### src/design/csr_consts.svh
`ifndef CSR_CONSTS_SVH
`define CSR_CONSTS_SVH

// Data width
`define XLEN 32

// Machine trap setup
`define CSR_MSTATUS  12'h300
`define CSR_MISA     12'h301
`define CSR_MIE      12'h304
`define CSR_MTVEC    12'h305

// Machine trap handling
`define CSR_MSCRATCH 12'h340
`define CSR_MEPC     12'h341
`define CSR_MCAUSE   12'h342
`define CSR_MTVAL    12'h343
`define CSR_MIP      12'h344

// Exception causes
`define CAUSE_ILLEGAL 2
`define CAUSE_ECALL_U 8
`define CAUSE_ECALL_M 11

// Interrupt codes, also the bit positions in mie and mip
`define IRQ_MTI 7
`define IRQ_MEI 11

// mstatus fields
`define MSTATUS_MIE_BIT  3
`define MSTATUS_MPIE_BIT 7
`define MSTATUS_MPP_LSB  11

// mtvec mode field
`define MTVEC_MODE_DIRECT   2'b00
`define MTVEC_MODE_VECTORED 2'b01

// MXL = 1 (32 bit), extension I only
`define MISA_VALUE 32'h4000_0100

`endif

### src/design/csr_pkg.sv
`default_nettype none

`include "csr_consts.svh"

package csr_pkg;

    typedef logic [`XLEN-1:0] xlen_t;
    typedef logic [11:0]      csr_addr_t;
    // Bit 31 set for an interrupt
    typedef logic [`XLEN-1:0] cause_t;
    typedef logic [63:0]      mtime_t;

    typedef enum logic [1:0] {
        PRIV_U = 2'd0,
        PRIV_M = 2'd3
    } priv_t;

    typedef enum logic [2:0] {
        CMD_NONE  = 3'd0,
        CMD_WRITE = 3'd1,
        CMD_SET   = 3'd2,
        CMD_CLEAR = 3'd3,
        CMD_ECALL = 3'd4,
        CMD_MRET  = 3'd5
    } csr_cmd_t;

    typedef struct packed {
        csr_cmd_t  cmd;
        csr_addr_t addr;
        xlen_t     operand;
        xlen_t     pc;
        xlen_t     inst;
        logic      expt_valid;
        cause_t    expt_cause;
    } csr_req_t;

    typedef struct packed {
        xlen_t rdata;
        logic  trap;
        logic  redirect;
        xlen_t target;
        logic  no_wb;
    } csr_resp_t;

    typedef struct packed {
        priv_t priv;
        logic  mie;
        priv_t mpp;
        logic  mpie;
        xlen_t mtvec;
        xlen_t mepc;
        // mip & mie
        xlen_t irq_act;
        xlen_t irq_en;
    } csr_view_t;

    typedef struct packed {
        logic   raise;
        logic   is_irq;
        cause_t cause;
        xlen_t  tval;
        xlen_t  target;
    } trap_info_t;

    typedef struct packed {
        logic   do_write;
        xlen_t  wdata;
        logic   do_trap;
        logic   do_mret;
        cause_t cause;
        xlen_t  tval;
        xlen_t  epc;
        xlen_t  clear_mip;
    } csr_update_t;

endpackage

`default_nettype wire

### src/design/csr_file.sv
`default_nettype none
`timescale 1ns/1ps

`include "csr_consts.svh"

module csr_file import csr_pkg::*; (
    input  logic        clk,
    input  logic        rst,
    input  csr_addr_t   addr,
    input  csr_cmd_t    cmd,
    input  xlen_t       operand,
    input  logic        ext_irq,
    input  mtime_t      mtime,
    input  mtime_t      mtimecmp,
    input  csr_update_t upd,
    output xlen_t       rdata,
    output xlen_t       wdata,
    output csr_view_t   view,
    output priv_t       priv
);

    priv_t priv_q;
    logic  mstatus_mie;
    logic  mstatus_mpie;
    priv_t mstatus_mpp;
    logic  mie_meie;
    logic  mie_mtie;
    logic  mip_meip;
    logic  mip_mtip;
    xlen_t mtvec;
    xlen_t mepc;
    xlen_t mscratch;
    xlen_t mcause;
    xlen_t mtval;
    xlen_t mstatus_word;
    xlen_t mie_word;
    xlen_t mip_word;

    always_comb begin
        mstatus_word = '0;
        mstatus_word[`MSTATUS_MIE_BIT] = mstatus_mie;
        mstatus_word[`MSTATUS_MPIE_BIT] = mstatus_mpie;
        mstatus_word[`MSTATUS_MPP_LSB +: 2] = mstatus_mpp;
        mie_word = '0;
        mie_word[`IRQ_MEI] = mie_meie;
        mie_word[`IRQ_MTI] = mie_mtie;
        mip_word = '0;
        mip_word[`IRQ_MEI] = mip_meip;
        mip_word[`IRQ_MTI] = mip_mtip;
    end

    // Read decode, unknown addresses read zero
    always_comb begin
        case (addr)
            `CSR_MSTATUS:  rdata = mstatus_word;
            `CSR_MISA:     rdata = `MISA_VALUE;
            `CSR_MIE:      rdata = mie_word;
            `CSR_MIP:      rdata = mip_word;
            `CSR_MTVEC:    rdata = mtvec;
            `CSR_MSCRATCH: rdata = mscratch;
            `CSR_MEPC:     rdata = mepc;
            `CSR_MCAUSE:   rdata = mcause;
            `CSR_MTVAL:    rdata = mtval;
            default:       rdata = '0;
        endcase
    end

    always_comb begin
        case (cmd)
            CMD_WRITE: wdata = operand;
            CMD_SET:   wdata = rdata | operand;
            CMD_CLEAR: wdata = rdata & ~operand;
            default:   wdata = rdata;
        endcase
    end

    always_ff @(posedge clk) begin
        if (rst) begin
            priv_q       <= PRIV_M;
            mstatus_mie  <= 1'b0;
            mstatus_mpie <= 1'b0;
            mstatus_mpp  <= PRIV_U;
            mie_meie     <= 1'b0;
            mie_mtie     <= 1'b0;
            mip_meip     <= 1'b0;
            mip_mtip     <= 1'b0;
            mtvec        <= '0;
            mepc         <= '0;
        end else begin
            // Pending bits follow their sources, except the one just taken
            mip_meip <= ext_irq & ~upd.clear_mip[`IRQ_MEI];
            mip_mtip <= (mtime >= mtimecmp) & ~upd.clear_mip[`IRQ_MTI];
            if (upd.do_trap) begin
                priv_q       <= PRIV_M;
                mstatus_mpp  <= priv_q;
                mstatus_mpie <= mstatus_mie;
                mstatus_mie  <= 1'b0;
                mepc         <= upd.epc;
            end else if (upd.do_mret) begin
                priv_q       <= mstatus_mpp;
                mstatus_mpp  <= PRIV_U;
                mstatus_mie  <= mstatus_mpie;
                mstatus_mpie <= 1'b1;
            end else if (upd.do_write) begin
                case (addr)
                    `CSR_MSTATUS: begin
                        mstatus_mie  <= upd.wdata[`MSTATUS_MIE_BIT];
                        mstatus_mpie <= upd.wdata[`MSTATUS_MPIE_BIT];
                        // Only U and M exist, anything else maps to U
                        mstatus_mpp  <= (upd.wdata[`MSTATUS_MPP_LSB +: 2] == 2'b11) ?
                                        PRIV_M : PRIV_U;
                    end
                    `CSR_MIE: begin
                        mie_meie <= upd.wdata[`IRQ_MEI];
                        mie_mtie <= upd.wdata[`IRQ_MTI];
                    end
                    // Mode bit 1 is reserved
                    `CSR_MTVEC: mtvec <= {upd.wdata[`XLEN-1:2], 1'b0, upd.wdata[0]};
                    `CSR_MEPC:  mepc  <= {upd.wdata[`XLEN-1:2], 2'b00};
                    default: begin
                    end
                endcase
            end
        end
    end

    always_ff @(posedge clk) begin
        if (upd.do_trap) begin
            mcause <= upd.cause;
            mtval  <= upd.tval;
        end else if (upd.do_write) begin
            case (addr)
                `CSR_MSCRATCH: mscratch <= upd.wdata;
                `CSR_MCAUSE:   mcause   <= upd.wdata;
                `CSR_MTVAL:    mtval    <= upd.wdata;
                default: begin
                end
            endcase
        end
    end

    always_comb begin
        view.priv    = priv_q;
        view.mie     = mstatus_mie;
        view.mpp     = mstatus_mpp;
        view.mpie    = mstatus_mpie;
        view.mtvec   = mtvec;
        view.mepc    = mepc;
        view.irq_act = mip_word & mie_word;
        view.irq_en  = mie_word;
    end

    assign priv = priv_q;

endmodule

`default_nettype wire

### src/design/trap_check.sv
`default_nettype none
`timescale 1ns/1ps

`include "csr_consts.svh"

module trap_check import csr_pkg::*; (
    input  csr_req_t   req,
    input  csr_view_t  view,
    output trap_info_t info
);

    logic       is_write;
    logic       read_only;
    logic       no_priv;
    logic       illegal;
    logic       ecall;
    logic       expt;
    cause_t     expt_cause;
    logic       irq_take;
    logic [4:0] irq_code;
    cause_t     irq_cause;
    xlen_t      base;

    assign is_write = req.cmd inside {CMD_WRITE, CMD_SET, CMD_CLEAR};

    // Top two address bits mark a read-only CSR; misa is fixed here as well
    assign read_only = (req.addr[11:10] == 2'b11) || (req.addr == `CSR_MISA);
    // Bits 9:8 give the lowest privilege allowed
    assign no_priv   = req.addr[9:8] > view.priv;

    assign illegal = (is_write && (read_only || no_priv)) ||
                     (req.cmd == CMD_MRET && view.priv != PRIV_M);
    assign ecall   = req.cmd == CMD_ECALL;
    assign expt    = req.expt_valid || ecall || illegal;

    // Earlier stages win
    always_comb begin
        if (req.expt_valid) begin
            expt_cause = req.expt_cause;
        end else if (ecall) begin
            expt_cause = (view.priv == PRIV_U) ? cause_t'(`CAUSE_ECALL_U) :
                                                 cause_t'(`CAUSE_ECALL_M);
        end else begin
            expt_cause = cause_t'(`CAUSE_ILLEGAL);
        end
    end

    // Always enabled in U mode, gated by MIE in M mode
    assign irq_take = !expt && (|view.irq_act) && (view.priv == PRIV_U || view.mie);
    // External before timer
    assign irq_code = view.irq_act[`IRQ_MEI] ? 5'(`IRQ_MEI) : 5'(`IRQ_MTI);

    always_comb begin
        irq_cause = '0;
        irq_cause[`XLEN-1] = 1'b1;
        irq_cause[4:0] = irq_code;
    end

    assign base = {view.mtvec[`XLEN-1:2], 2'b00};

    always_comb begin
        info.raise  = expt || irq_take;
        info.is_irq = irq_take;
        info.cause  = expt ? expt_cause : irq_cause;
        if (req.expt_valid) begin
            info.tval = req.pc;
        end else if (illegal) begin
            info.tval = req.inst;
        end else begin
            info.tval = '0;
        end
        if (irq_take && view.mtvec[1:0] == `MTVEC_MODE_VECTORED) begin
            info.target = base + xlen_t'({irq_code, 2'b00});
        end else begin
            info.target = base;
        end
    end

endmodule

`default_nettype wire

### src/design/csr_commit.sv
`default_nettype none
`timescale 1ns/1ps

module csr_commit import csr_pkg::*; (
    input  logic        clk,
    input  logic        rst,
    input  csr_req_t    req,
    input  logic        req_valid,
    output logic        req_ready,
    input  xlen_t       rdata,
    input  xlen_t       wdata,
    input  trap_info_t  info,
    input  xlen_t       mepc,
    output csr_update_t upd,
    output csr_resp_t   resp,
    output logic        resp_valid,
    input  logic        resp_ready
);

    logic      accept;
    logic      is_write;
    logic      is_mret;
    csr_resp_t resp_d;

    // Response slot is free or being drained this cycle
    assign req_ready = !resp_valid || resp_ready;
    assign accept    = req_valid && req_ready;

    assign is_write = req.cmd inside {CMD_WRITE, CMD_SET, CMD_CLEAR};
    assign is_mret  = req.cmd == CMD_MRET;

    // Trap first, then mret, then a plain CSR write
    always_comb begin
        upd.do_trap   = accept && info.raise;
        upd.do_mret   = accept && !info.raise && is_mret;
        upd.do_write  = accept && !info.raise && is_write;
        upd.wdata     = wdata;
        upd.cause     = info.cause;
        upd.tval      = info.tval;
        upd.epc       = req.pc;
        upd.clear_mip = '0;
        if (accept && info.is_irq) begin
            upd.clear_mip[info.cause[4:0]] = 1'b1;
        end
    end

    always_comb begin
        resp_d.rdata    = rdata;
        resp_d.trap     = info.raise;
        resp_d.redirect = info.raise || is_mret;
        resp_d.no_wb    = info.raise || is_mret;
        if (info.raise) begin
            resp_d.target = info.target;
        end else if (is_mret) begin
            resp_d.target = mepc;
        end else begin
            resp_d.target = '0;
        end
    end

    always_ff @(posedge clk) begin
        if (rst) begin
            resp_valid <= 1'b0;
        end else if (accept) begin
            resp_valid <= 1'b1;
        end else if (resp_ready) begin
            resp_valid <= 1'b0;
        end
    end

    always_ff @(posedge clk) begin
        if (accept) begin
            resp <= resp_d;
        end
    end

endmodule

`default_nettype wire

### src/design/csr_unit.sv
`default_nettype none
`timescale 1ns/1ps

module csr_unit import csr_pkg::*; (
    input  logic      clk,
    input  logic      rst,
    input  csr_req_t  req,
    input  logic      req_valid,
    output logic      req_ready,
    output csr_resp_t resp,
    output logic      resp_valid,
    input  logic      resp_ready,
    input  logic      ext_irq,
    input  mtime_t    mtime,
    input  mtime_t    mtimecmp,
    output priv_t     priv
);

    csr_view_t   view;
    trap_info_t  info;
    csr_update_t upd;
    xlen_t       rdata;
    xlen_t       wdata;

    csr_file u_file (
        .clk      (clk),
        .rst      (rst),
        .addr     (req.addr),
        .cmd      (req.cmd),
        .operand  (req.operand),
        .ext_irq  (ext_irq),
        .mtime    (mtime),
        .mtimecmp (mtimecmp),
        .upd      (upd),
        .rdata    (rdata),
        .wdata    (wdata),
        .view     (view),
        .priv     (priv)
    );

    trap_check u_trap (
        .req  (req),
        .view (view),
        .info (info)
    );

    csr_commit u_commit (
        .clk        (clk),
        .rst        (rst),
        .req        (req),
        .req_valid  (req_valid),
        .req_ready  (req_ready),
        .rdata      (rdata),
        .wdata      (wdata),
        .info       (info),
        .mepc       (view.mepc),
        .upd        (upd),
        .resp       (resp),
        .resp_valid (resp_valid),
        .resp_ready (resp_ready)
    );

endmodule

`default_nettype wire

### config.mk
export PLATFORM = sky130hd
export DESIGN_NAME = csr_unit
export DESIGN_NICKNAME = d
export VERILOG_FILES = /design/src/design/csr_pkg.sv /design/src/design/csr_file.sv /design/src/design/trap_check.sv /design/src/design/csr_commit.sv /design/src/design/csr_unit.sv
export VERILOG_INCLUDE_DIRS = /design/src /design/src/design
export SDC_FILE = /design/constraint.sdc
export NUM_CORES = 1
export LEC_CHECK = 0
export ABC_AREA = 1
export BUFFER_PORTS_ARGS = -buffer_cell sky130_fd_sc_hd__buf_4
export CAP_MARGIN = 15
export CELL_PAD_IN_SITES_DETAIL_PLACEMENT = 1
export CELL_PAD_IN_SITES_GLOBAL_PLACEMENT = 1
export CORE_UTILIZATION = 39
export CTS_CLUSTER_SIZE = 10
export DETAILED_ROUTE_END_ITERATION = 7
export MAX_ROUTING_LAYER = met4
export PLACE_DENSITY = 0.84
export SLEW_MARGIN = 20
export SYNTH_ARGS = -nofsm -noshare
export SYNTH_HDL_FRONTEND = slang
export SYNTH_SLANG_ARGS = --single-unit
### constraint.sdc
create_clock -name clk -period 6 [get_ports clk]
set_clock_uncertainty 0.05 [all_clocks]
set_input_delay 1.2 -clock clk [delete_from_list [all_inputs] [get_ports clk]]
set_output_delay 1.2 -clock clk [all_outputs]
set_load 0.01 [all_outputs]
## Yosys cells after proc, flatten, opt, wreduce, memory -nomap -nowiden

Cells that the tools add are included.

| operators by class | value |
|---|---|
| $add $sub $neg | 1 |
| magnitude comparators | 4 |
| equality and inequality tests | 18 |
| muxes and demuxes | 39 |
| bitwise gates (word level) | 10 |
| reduce and logical (&&, ||, !) cells | 45 |

Operator list:

| kind | number |
|---|---|
| 32-bit 2-to-1 mux | 18 |
| 32-bit one-hot mux with 9 select lines | 1 |
| 12-bit by 10-bit equality test with 1-bit output, second input constant | 9 |
| 32-bit one-hot mux with 3 select lines | 1 |
| 64-bit >= comparator | 1 |
| 32-bit by 7-bit adder with 32-bit output | 1 |
| 32-bit AND | 1 |
| 32-bit inverter | 1 |
| 32-bit OR | 1 |
| 32-bit OR reduction | 1 |
| 2-bit nonzero test | 7 |
| 12-bit AND | 1 |
| 1-bit logical AND | 12 |
| 12-bit 2-to-1 mux | 1 |
| 2-bit 2-to-1 mux | 6 |
| 1-bit 2-to-1 mux | 10 |
| 1-bit logical OR | 9 |
| 3-bit nonzero test | 3 |
| 2-bit AND reduction | 4 |
| 4-bit AND reduction | 2 |
| 3-bit by 2-bit equality test with 1-bit output, second input constant | 2 |
| 3-bit equality test, second input constant | 2 |
| 5-bit by 6-bit less-than comparator with 1-bit output, second input constant | 1 |
| 3-bit AND reduction | 2 |
| other kinds (13) | 20 |

| word-level totals | value |
|---|---|
| flip-flop bits (word level) | 236 |
| input port bits | 277 |
| word-level logic and storage cells | 135 |

## Longest topological paths before layout

| depth | value |
|---|---|
| depth after elaboration | 16 |
| mapped depth | 18 |
| gate-level depth less buffers | 16 |

## By module

From an unflattened synthesis, not the netlist that was laid out.

| second synthesis, totals | value |
|---|---|
| cells, all modules | 2567 |
| area, all modules | 17660.7 um^2 |

By module, submodules not included:

| module | instances | cells each | area an instance (um^2) | sequential area each (um^2) |
|---|---|---|---|---|
| csr_file | 1 | 1600 | 11170.7 | 4344.2 |
| csr_commit | 1 | 402 | 3950.0 | 2001.9 |
| trap_check | 1 | 565 | 2539.9 | 0.0 |

## Least setup slack after synthesis

No wires, ideal clock.

| path | value |
|---|---|
| path kind | input-to-reg |
| start point | in resp_ready |
| end point | reg u_file.mcause[0], enable pin |
| library setup time | 466 ps |
| arrival time | 4467 ps |
| path slack | 1018 ps |
| stages on the path | 8 |
| buffers on the path | 2 |
| cell sequence | inv_1 nand2_1 nand2_1 inv_1 nand2_2 buf_6 buf_2 o21ai_0 |

| on the way | value |
|---|---|
| cells in the longest elaborated chain, start to end | 6 |
| elaborated cells between the ends (all ways) | 8 |
| classes of those cells | reduce/logical: 8 |

RTL lines:

| what | RTL line | text |
|---|---|---|
| start, declared | csr_unit.sv:12 | `input logic resp_ready,` |
| 1-bit logical OR * | csr_commit.sv:26 | `assign req_ready = !resp_valid \|\| resp_ready;` |
| via req_ready | csr_unit.sv:9 | `output logic req_ready,` |
| 1-bit logical AND * | csr_commit.sv:27 | `assign accept = req_valid && req_ready;` |
| via u_commit.accept | csr_commit.sv:20 | `logic accept;` |
| 1-bit logical AND (2 in a row) | csr_commit.sv:36 | `upd.do_write = accept && !info.raise && is_write;` |
| 2-bit nonzero test (no source line) | - |  |
| 2-bit AND reduction (no source line) * | - |  |
| end signal, assigned | csr_file.sv:129 | `mcause <= upd.cause;` |
| end signal, assigned | csr_file.sv:134 | `` `CSR_MCAUSE: mcause <= upd.wdata; `` |
| end, declared | csr_file.sv:33 | `xlen_t mcause;` |

The timed path passes the listed nets; every way through them passes the cells marked *.
A chain may end at the register's enable or synchronous reset.

## Worst setup path in the final report

| path | value |
|---|---|
| start point | in req[141] (netlist name) |
| end point | reg u_file.mcause[25] (data pin) |

| on the way | value |
|---|---|
| cells in the longest elaborated chain, start to end | 11 |
| elaborated cells between the ends (all ways) | 21 |
| classes of those cells | eq/ne: 5; mux: 5; reduce/logical: 11 |

RTL lines:

| what | RTL line | text |
|---|---|---|
| start, declared | csr_unit.sv:7 | `input csr_req_t req,` |
| 3-bit by 1-bit equality test with 1-bit output or 3-bit by 2-bit equality test with 1-bit output (tied branches) | csr_file.sv:69, trap_check.sv:24 |  |
| 3-bit nonzero test | trap_check.sv:24 | `assign is_write = req.cmd inside {CMD_WRITE, CMD_SET, CMD_CLEAR};` |
| 1-bit logical AND | trap_check.sv:31 | `assign illegal = (is_write && (read_only \|\| no_priv)) \|\|` |
| 1-bit logical OR | trap_check.sv:31 |  |
| 1-bit logical OR | trap_check.sv:34 | `assign expt = req.expt_valid \|\| ecall \|\| illegal;` |
| 1-bit logical NOT | trap_check.sv:49 | `assign irq_take = !expt && (\|view.irq_act) && (view.priv == PRIV_U \|\| view.mie);` |
| 1-bit logical AND (2 in a row) | trap_check.sv:49 |  |
| 1-bit logical OR | trap_check.sv:62 | `info.raise = expt \|\| irq_take;` |
| 1-bit logical AND | csr_commit.sv:34 | `upd.do_trap = accept && info.raise;` |
| 32-bit 2-to-1 mux * | csr_file.sv:128 | `if (upd.do_trap) begin` |

Mark *: on every way between the ends. The rest lies on a longest branch, timed or not. The select of a mux whose other input is x is not followed.

==> flow_metrics.py <==
metrics = {
    "route": {
        "finalWirelength_um": 63100,
        "detailroute.wirelength.met2_um": 29400,
        "route.detailed.drc": 0,
        "detail-route-antenna-nets": 0,
        "num_vias": 15700,
        "vias_per_cell": 5.37,
        "routedWlPerCell_um": 21.5,
        "route.layer.met1.wl_um": 26200,
        "top_layer_used": "met4",
        "detail_route.first_pass.iterations": 6,
        "route.met3.wl_um": 5110,
        "dr.first_iter.drc_count": 979,
    },
    "global_routing": {
        "grt_pass1_wl_um": 94700,
        "pin_count_of_the_biggest_net_entering_global_routing": 99,
        "globalRoute.totalOverflow": 0,
        "global_route.usage.total_pct": 32.9,
        "first_global_vias": 16400,
        "number_of_antenna_violations_at_the_first_check_in_global_routing": 2,
    },
    "clock_tree": {
        "clock_sinks": 236,
        "ctsHtreeMaxLevel": 1,
        "cts_repair_resizes": 0,
        "clockBufferDepth": 3,
        "worst_setup_hold_path_clk_slew_ps": 60,
        "post-cts-setup-buffer-count": 0,
        "tritoncts_clock_tree": "built",
        "clock_tree.root_cell": "sky130_fd_sc_hd__clkbuf_16",
        "clkLatencyLatePin_ps": 560,
        "cts-hold-fix-buffers": 0,
        "cts_buf_count": 29,
    },
    "logic_synthesis": {
        "netlist_top_cells_area": "sky130_fd_sc_hd__edfxtp_1, sky130_fd_sc_hd__nand2_1, sky130_fd_sc_hd__dfxtp_1",
        "synth.ff_latch_count": 236,
        "netlist_area_um2": 15200,
        "yosys_warn_count": 0,
        "synth_enable_flop_cells": 162,
        "synth_seq_area_share_pct": 41.8,
        "yosys_most_used_dff": "sky130_fd_sc_hd__edfxtp_1",
        "netlist_top_cells_count": "sky130_fd_sc_hd__nand2_1, sky130_fd_sc_hd__inv_1, sky130_fd_sc_hd__nand3_1",
        "synth.avg_cell_area_um2": 7.28,
        "synth_cells": 2082,
        "synth_cell_types": 46,
        "synth_area_leader_cell": "sky130_fd_sc_hd__edfxtp_1",
        "syn-num-nets": 2428,
        "asyncSetResetFlopFracSynth_pct": 0,
        "synth_most_common_cell": "sky130_fd_sc_hd__nand2_1",
        "yosys.area.top_type_share_pct": 32.1,
    },
    "timing": {
        "timing.setup.tns_ps": 0,
        "rsz0062_at_grt": "false",
        "slew_headroom_pct": 25.9,
        "fmax_ghz": 0.233,
        "minimum_period_implied_by_the_final_worst_setup_slack_ps": 4290,
        "worst_slew_pin_slew_ps": 1110,
        "report.final.slew_viol_count": 0,
        "postLayoutSetupSlackWorst_ps": 1710,
        "finalHoldViolations": 0,
        "post-route-period-util_pct": 71.4,
        "setup_violations": 0,
    },
    "finish": {
        "area_of_the_multi_input_gates_um2": 7200,
        "sequential_area_um2": 6350,
        "area_growth_pct": 25.3,
        "filler_cell_count": 4835,
        "post_layout_nonfiller_instances": 2928,
        "finish.net_count": 2738,
        "post_route_cells_drive_above_1_share_pct": 18.3,
    },
    "pwr": {
        "power.ir.vdd_worst_uv": 190,
        "power.density_cell_area_nw_per_um2": 221,
        "total_power_mw": 4.20,
        "leakage_power_figure_nw": 9.51,
    },
    "place": {
        "finalWeightedCongestion": 0.944,
        "dpl_worst_slack_ps": 1150,
        "place.detailed.hpwl_um": 48700,
        "numPortBuffers": 347,
        "placed_cells_incl_taps": 2872,
    },
    "floorplan": {
        "fp.dieH_um": 199,
        "die_w_um": 199,
        "placeableCoreArea_um2": 37900,
        "floorplan.initialDensity_pct": 40.0,
        "placement_rows": 71,
        "boundaryPins": 348,
        "design.die.area_um2": 39700,
    },
    "critical_path": {
        "critPathMaxFanout": 98,
        "path_cells": "buf_4 > inv_1 > nor3_2 > o21ai_1 > nand4_2 > buf_4 > nand2_2 > inv_4 > nand3_1 > nand2_1",
        "worstSetupPathType": "input pin to flip-flop",
        "slowest_delay_ps": 930,
        "critPathRequiredTime_ps": 6380,
        "critPathMostFrequentCell": "sky130_fd_sc_hd__buf_4",
        "cp.arrival_ps": 4660,
        "cp_max_delay_cell": "sky130_fd_sc_hd__inv_4",
        "setup.worst_path.end_class": "flip-flop",
        "critPathLaunchType": "input pin",
    },
    "outcome": {
        "outcome": "complete, no violations",
    },
    "hold_path": {
        "hold_path_class": "flip-flop to flip-flop",
    },
    "flow_run": {
        "max_cap_violations": 0,
    },
}
==> sequential cells by signal, indices dropped and copies added (netlist names), 2 cells and up <==
| name | cells |
|---|---|
| u_commit.resp | 66 |
| u_file.mcause | 32 |
| u_file.mepc | 32 |
| u_file.mscratch | 32 |
| u_file.mstatus_mpp | 2 |
| u_file.mtval | 32 |
| u_file.mtvec | 31 |
| u_file.priv | 2 |
==> through the flow <==
stage               cell area [µm²]  hold WS, ps  util [%]
floorplan                     15200          383         -
global placement              18100          402      47.7
detailed placement            18100          415      47.7
CTS                           19000          424      50.1
global route                  19000          454      50.1
finish                        19000          423      50.1
==> cells in the final DEF (no fill, tap or decap), types with 2 or more instances in the layout <==
cell type / count
sky130_fd_sc_hd__o21ai_1: 11
sky130_fd_sc_hd__xnor2_1: 4
sky130_fd_sc_hd__clkbuf_16: 29
sky130_fd_sc_hd__o21ai_0: 131
sky130_fd_sc_hd__a21oi_1: 75
sky130_fd_sc_hd__edfxtp_1: 162
sky130_fd_sc_hd__xor2_1: 17
sky130_fd_sc_hd__nand2_1: 600
sky130_fd_sc_hd__buf_4: 364
sky130_fd_sc_hd__o22ai_1: 3
sky130_fd_sc_hd__or2_2: 3
sky130_fd_sc_hd__o211ai_1: 35
sky130_fd_sc_hd__nor3_1: 19
sky130_fd_sc_hd__dfxtp_1: 74
sky130_fd_sc_hd__inv_4: 2
sky130_fd_sc_hd__clkbuf_8: 4
sky130_fd_sc_hd__a31oi_1: 22
sky130_fd_sc_hd__inv_2: 12
sky130_fd_sc_hd__clkbuf_1: 16
sky130_fd_sc_hd__nand2_2: 7
sky130_fd_sc_hd__nor2_1: 188
sky130_fd_sc_hd__nand3_4: 2
sky130_fd_sc_hd__nor3b_1: 2
sky130_fd_sc_hd__nor2_2: 4
sky130_fd_sc_hd__nand3b_1: 24
sky130_fd_sc_hd__nor2_4: 4
sky130_fd_sc_hd__nand3_1: 193
sky130_fd_sc_hd__diode_2: 3
sky130_fd_sc_hd__ha_1: 69
sky130_fd_sc_hd__or2_1: 2
sky130_fd_sc_hd__nand4_1: 15
sky130_fd_sc_hd__nand3_2: 2
sky130_fd_sc_hd__inv_1: 302
==> power by group <==
group          leakage [nW]  switching, mW  total, mW  internal (mW)
combinational          6.86          0.378      0.644          0.266
clock                 0.430          0.699       1.69          0.987
sequential             2.22         0.0457       1.87           1.82
==> worst paths after layout <==
check / from / to / slack (ps) / cells past startpoint
worst min register to register: u_file.mepc[1] / u_file.mepc[1] / 420 / 2
worst max register to register: u_file.priv[1] / u_file.mcause[25] / 2060 / 13
worst max-delay path: req[141] / u_file.mcause[25] / 1710 / 10
worst min-delay path: u_file.mepc[1] / u_file.mepc[1] / 420 / 2
==> logic make-up (layout without fill, tap and decap cells) <==
logic type | Yosys count | after routing | share of synthesized area (%)
compound gates | 284 | 284 | 10.3
xor+xnor | 21 | 21 | 1.21
fa+ha+maj | 69 | 69 | 5.69
buf+inv | 400 | 732 | 10.8
flops | 236 | 236 | 41.8
other cells | 0 | 3 | 0
simple gates | 1072 | 1072 | 30.2
==> critical path: cells and delay by family <==
| kind | cells | cell delay [ps] |
|---|---|---|
| AOI/OAI and AO/OA | 1 | 280 |
| buffers and inverters | 4 | 1470 |
| and+or+nand+nor | 5 | 1570 |
==> area by class of cell <==
class	count	share of cell area, %
Multi-Input combinational cell	1446	37.9
Sequential cell	236	33.4
Timing Repair Buffer	364	14.4
Inverter	315	6.24
Clock buffer	49	4.43
Tap cell	511	3.36
Clock inverter	4	0.257
Antenna cell	3	0.0395
==> metal layers <==
layer  global-route usage [%]  vias to the layer above
met4                     12.6                        0
met3                     7.26                      116
met5                        -                        -
met1                     40.8                     7579
met2                     52.1                      635
li1                         -                     7392
Note: power is estimated with default switching activity, not from simulation.
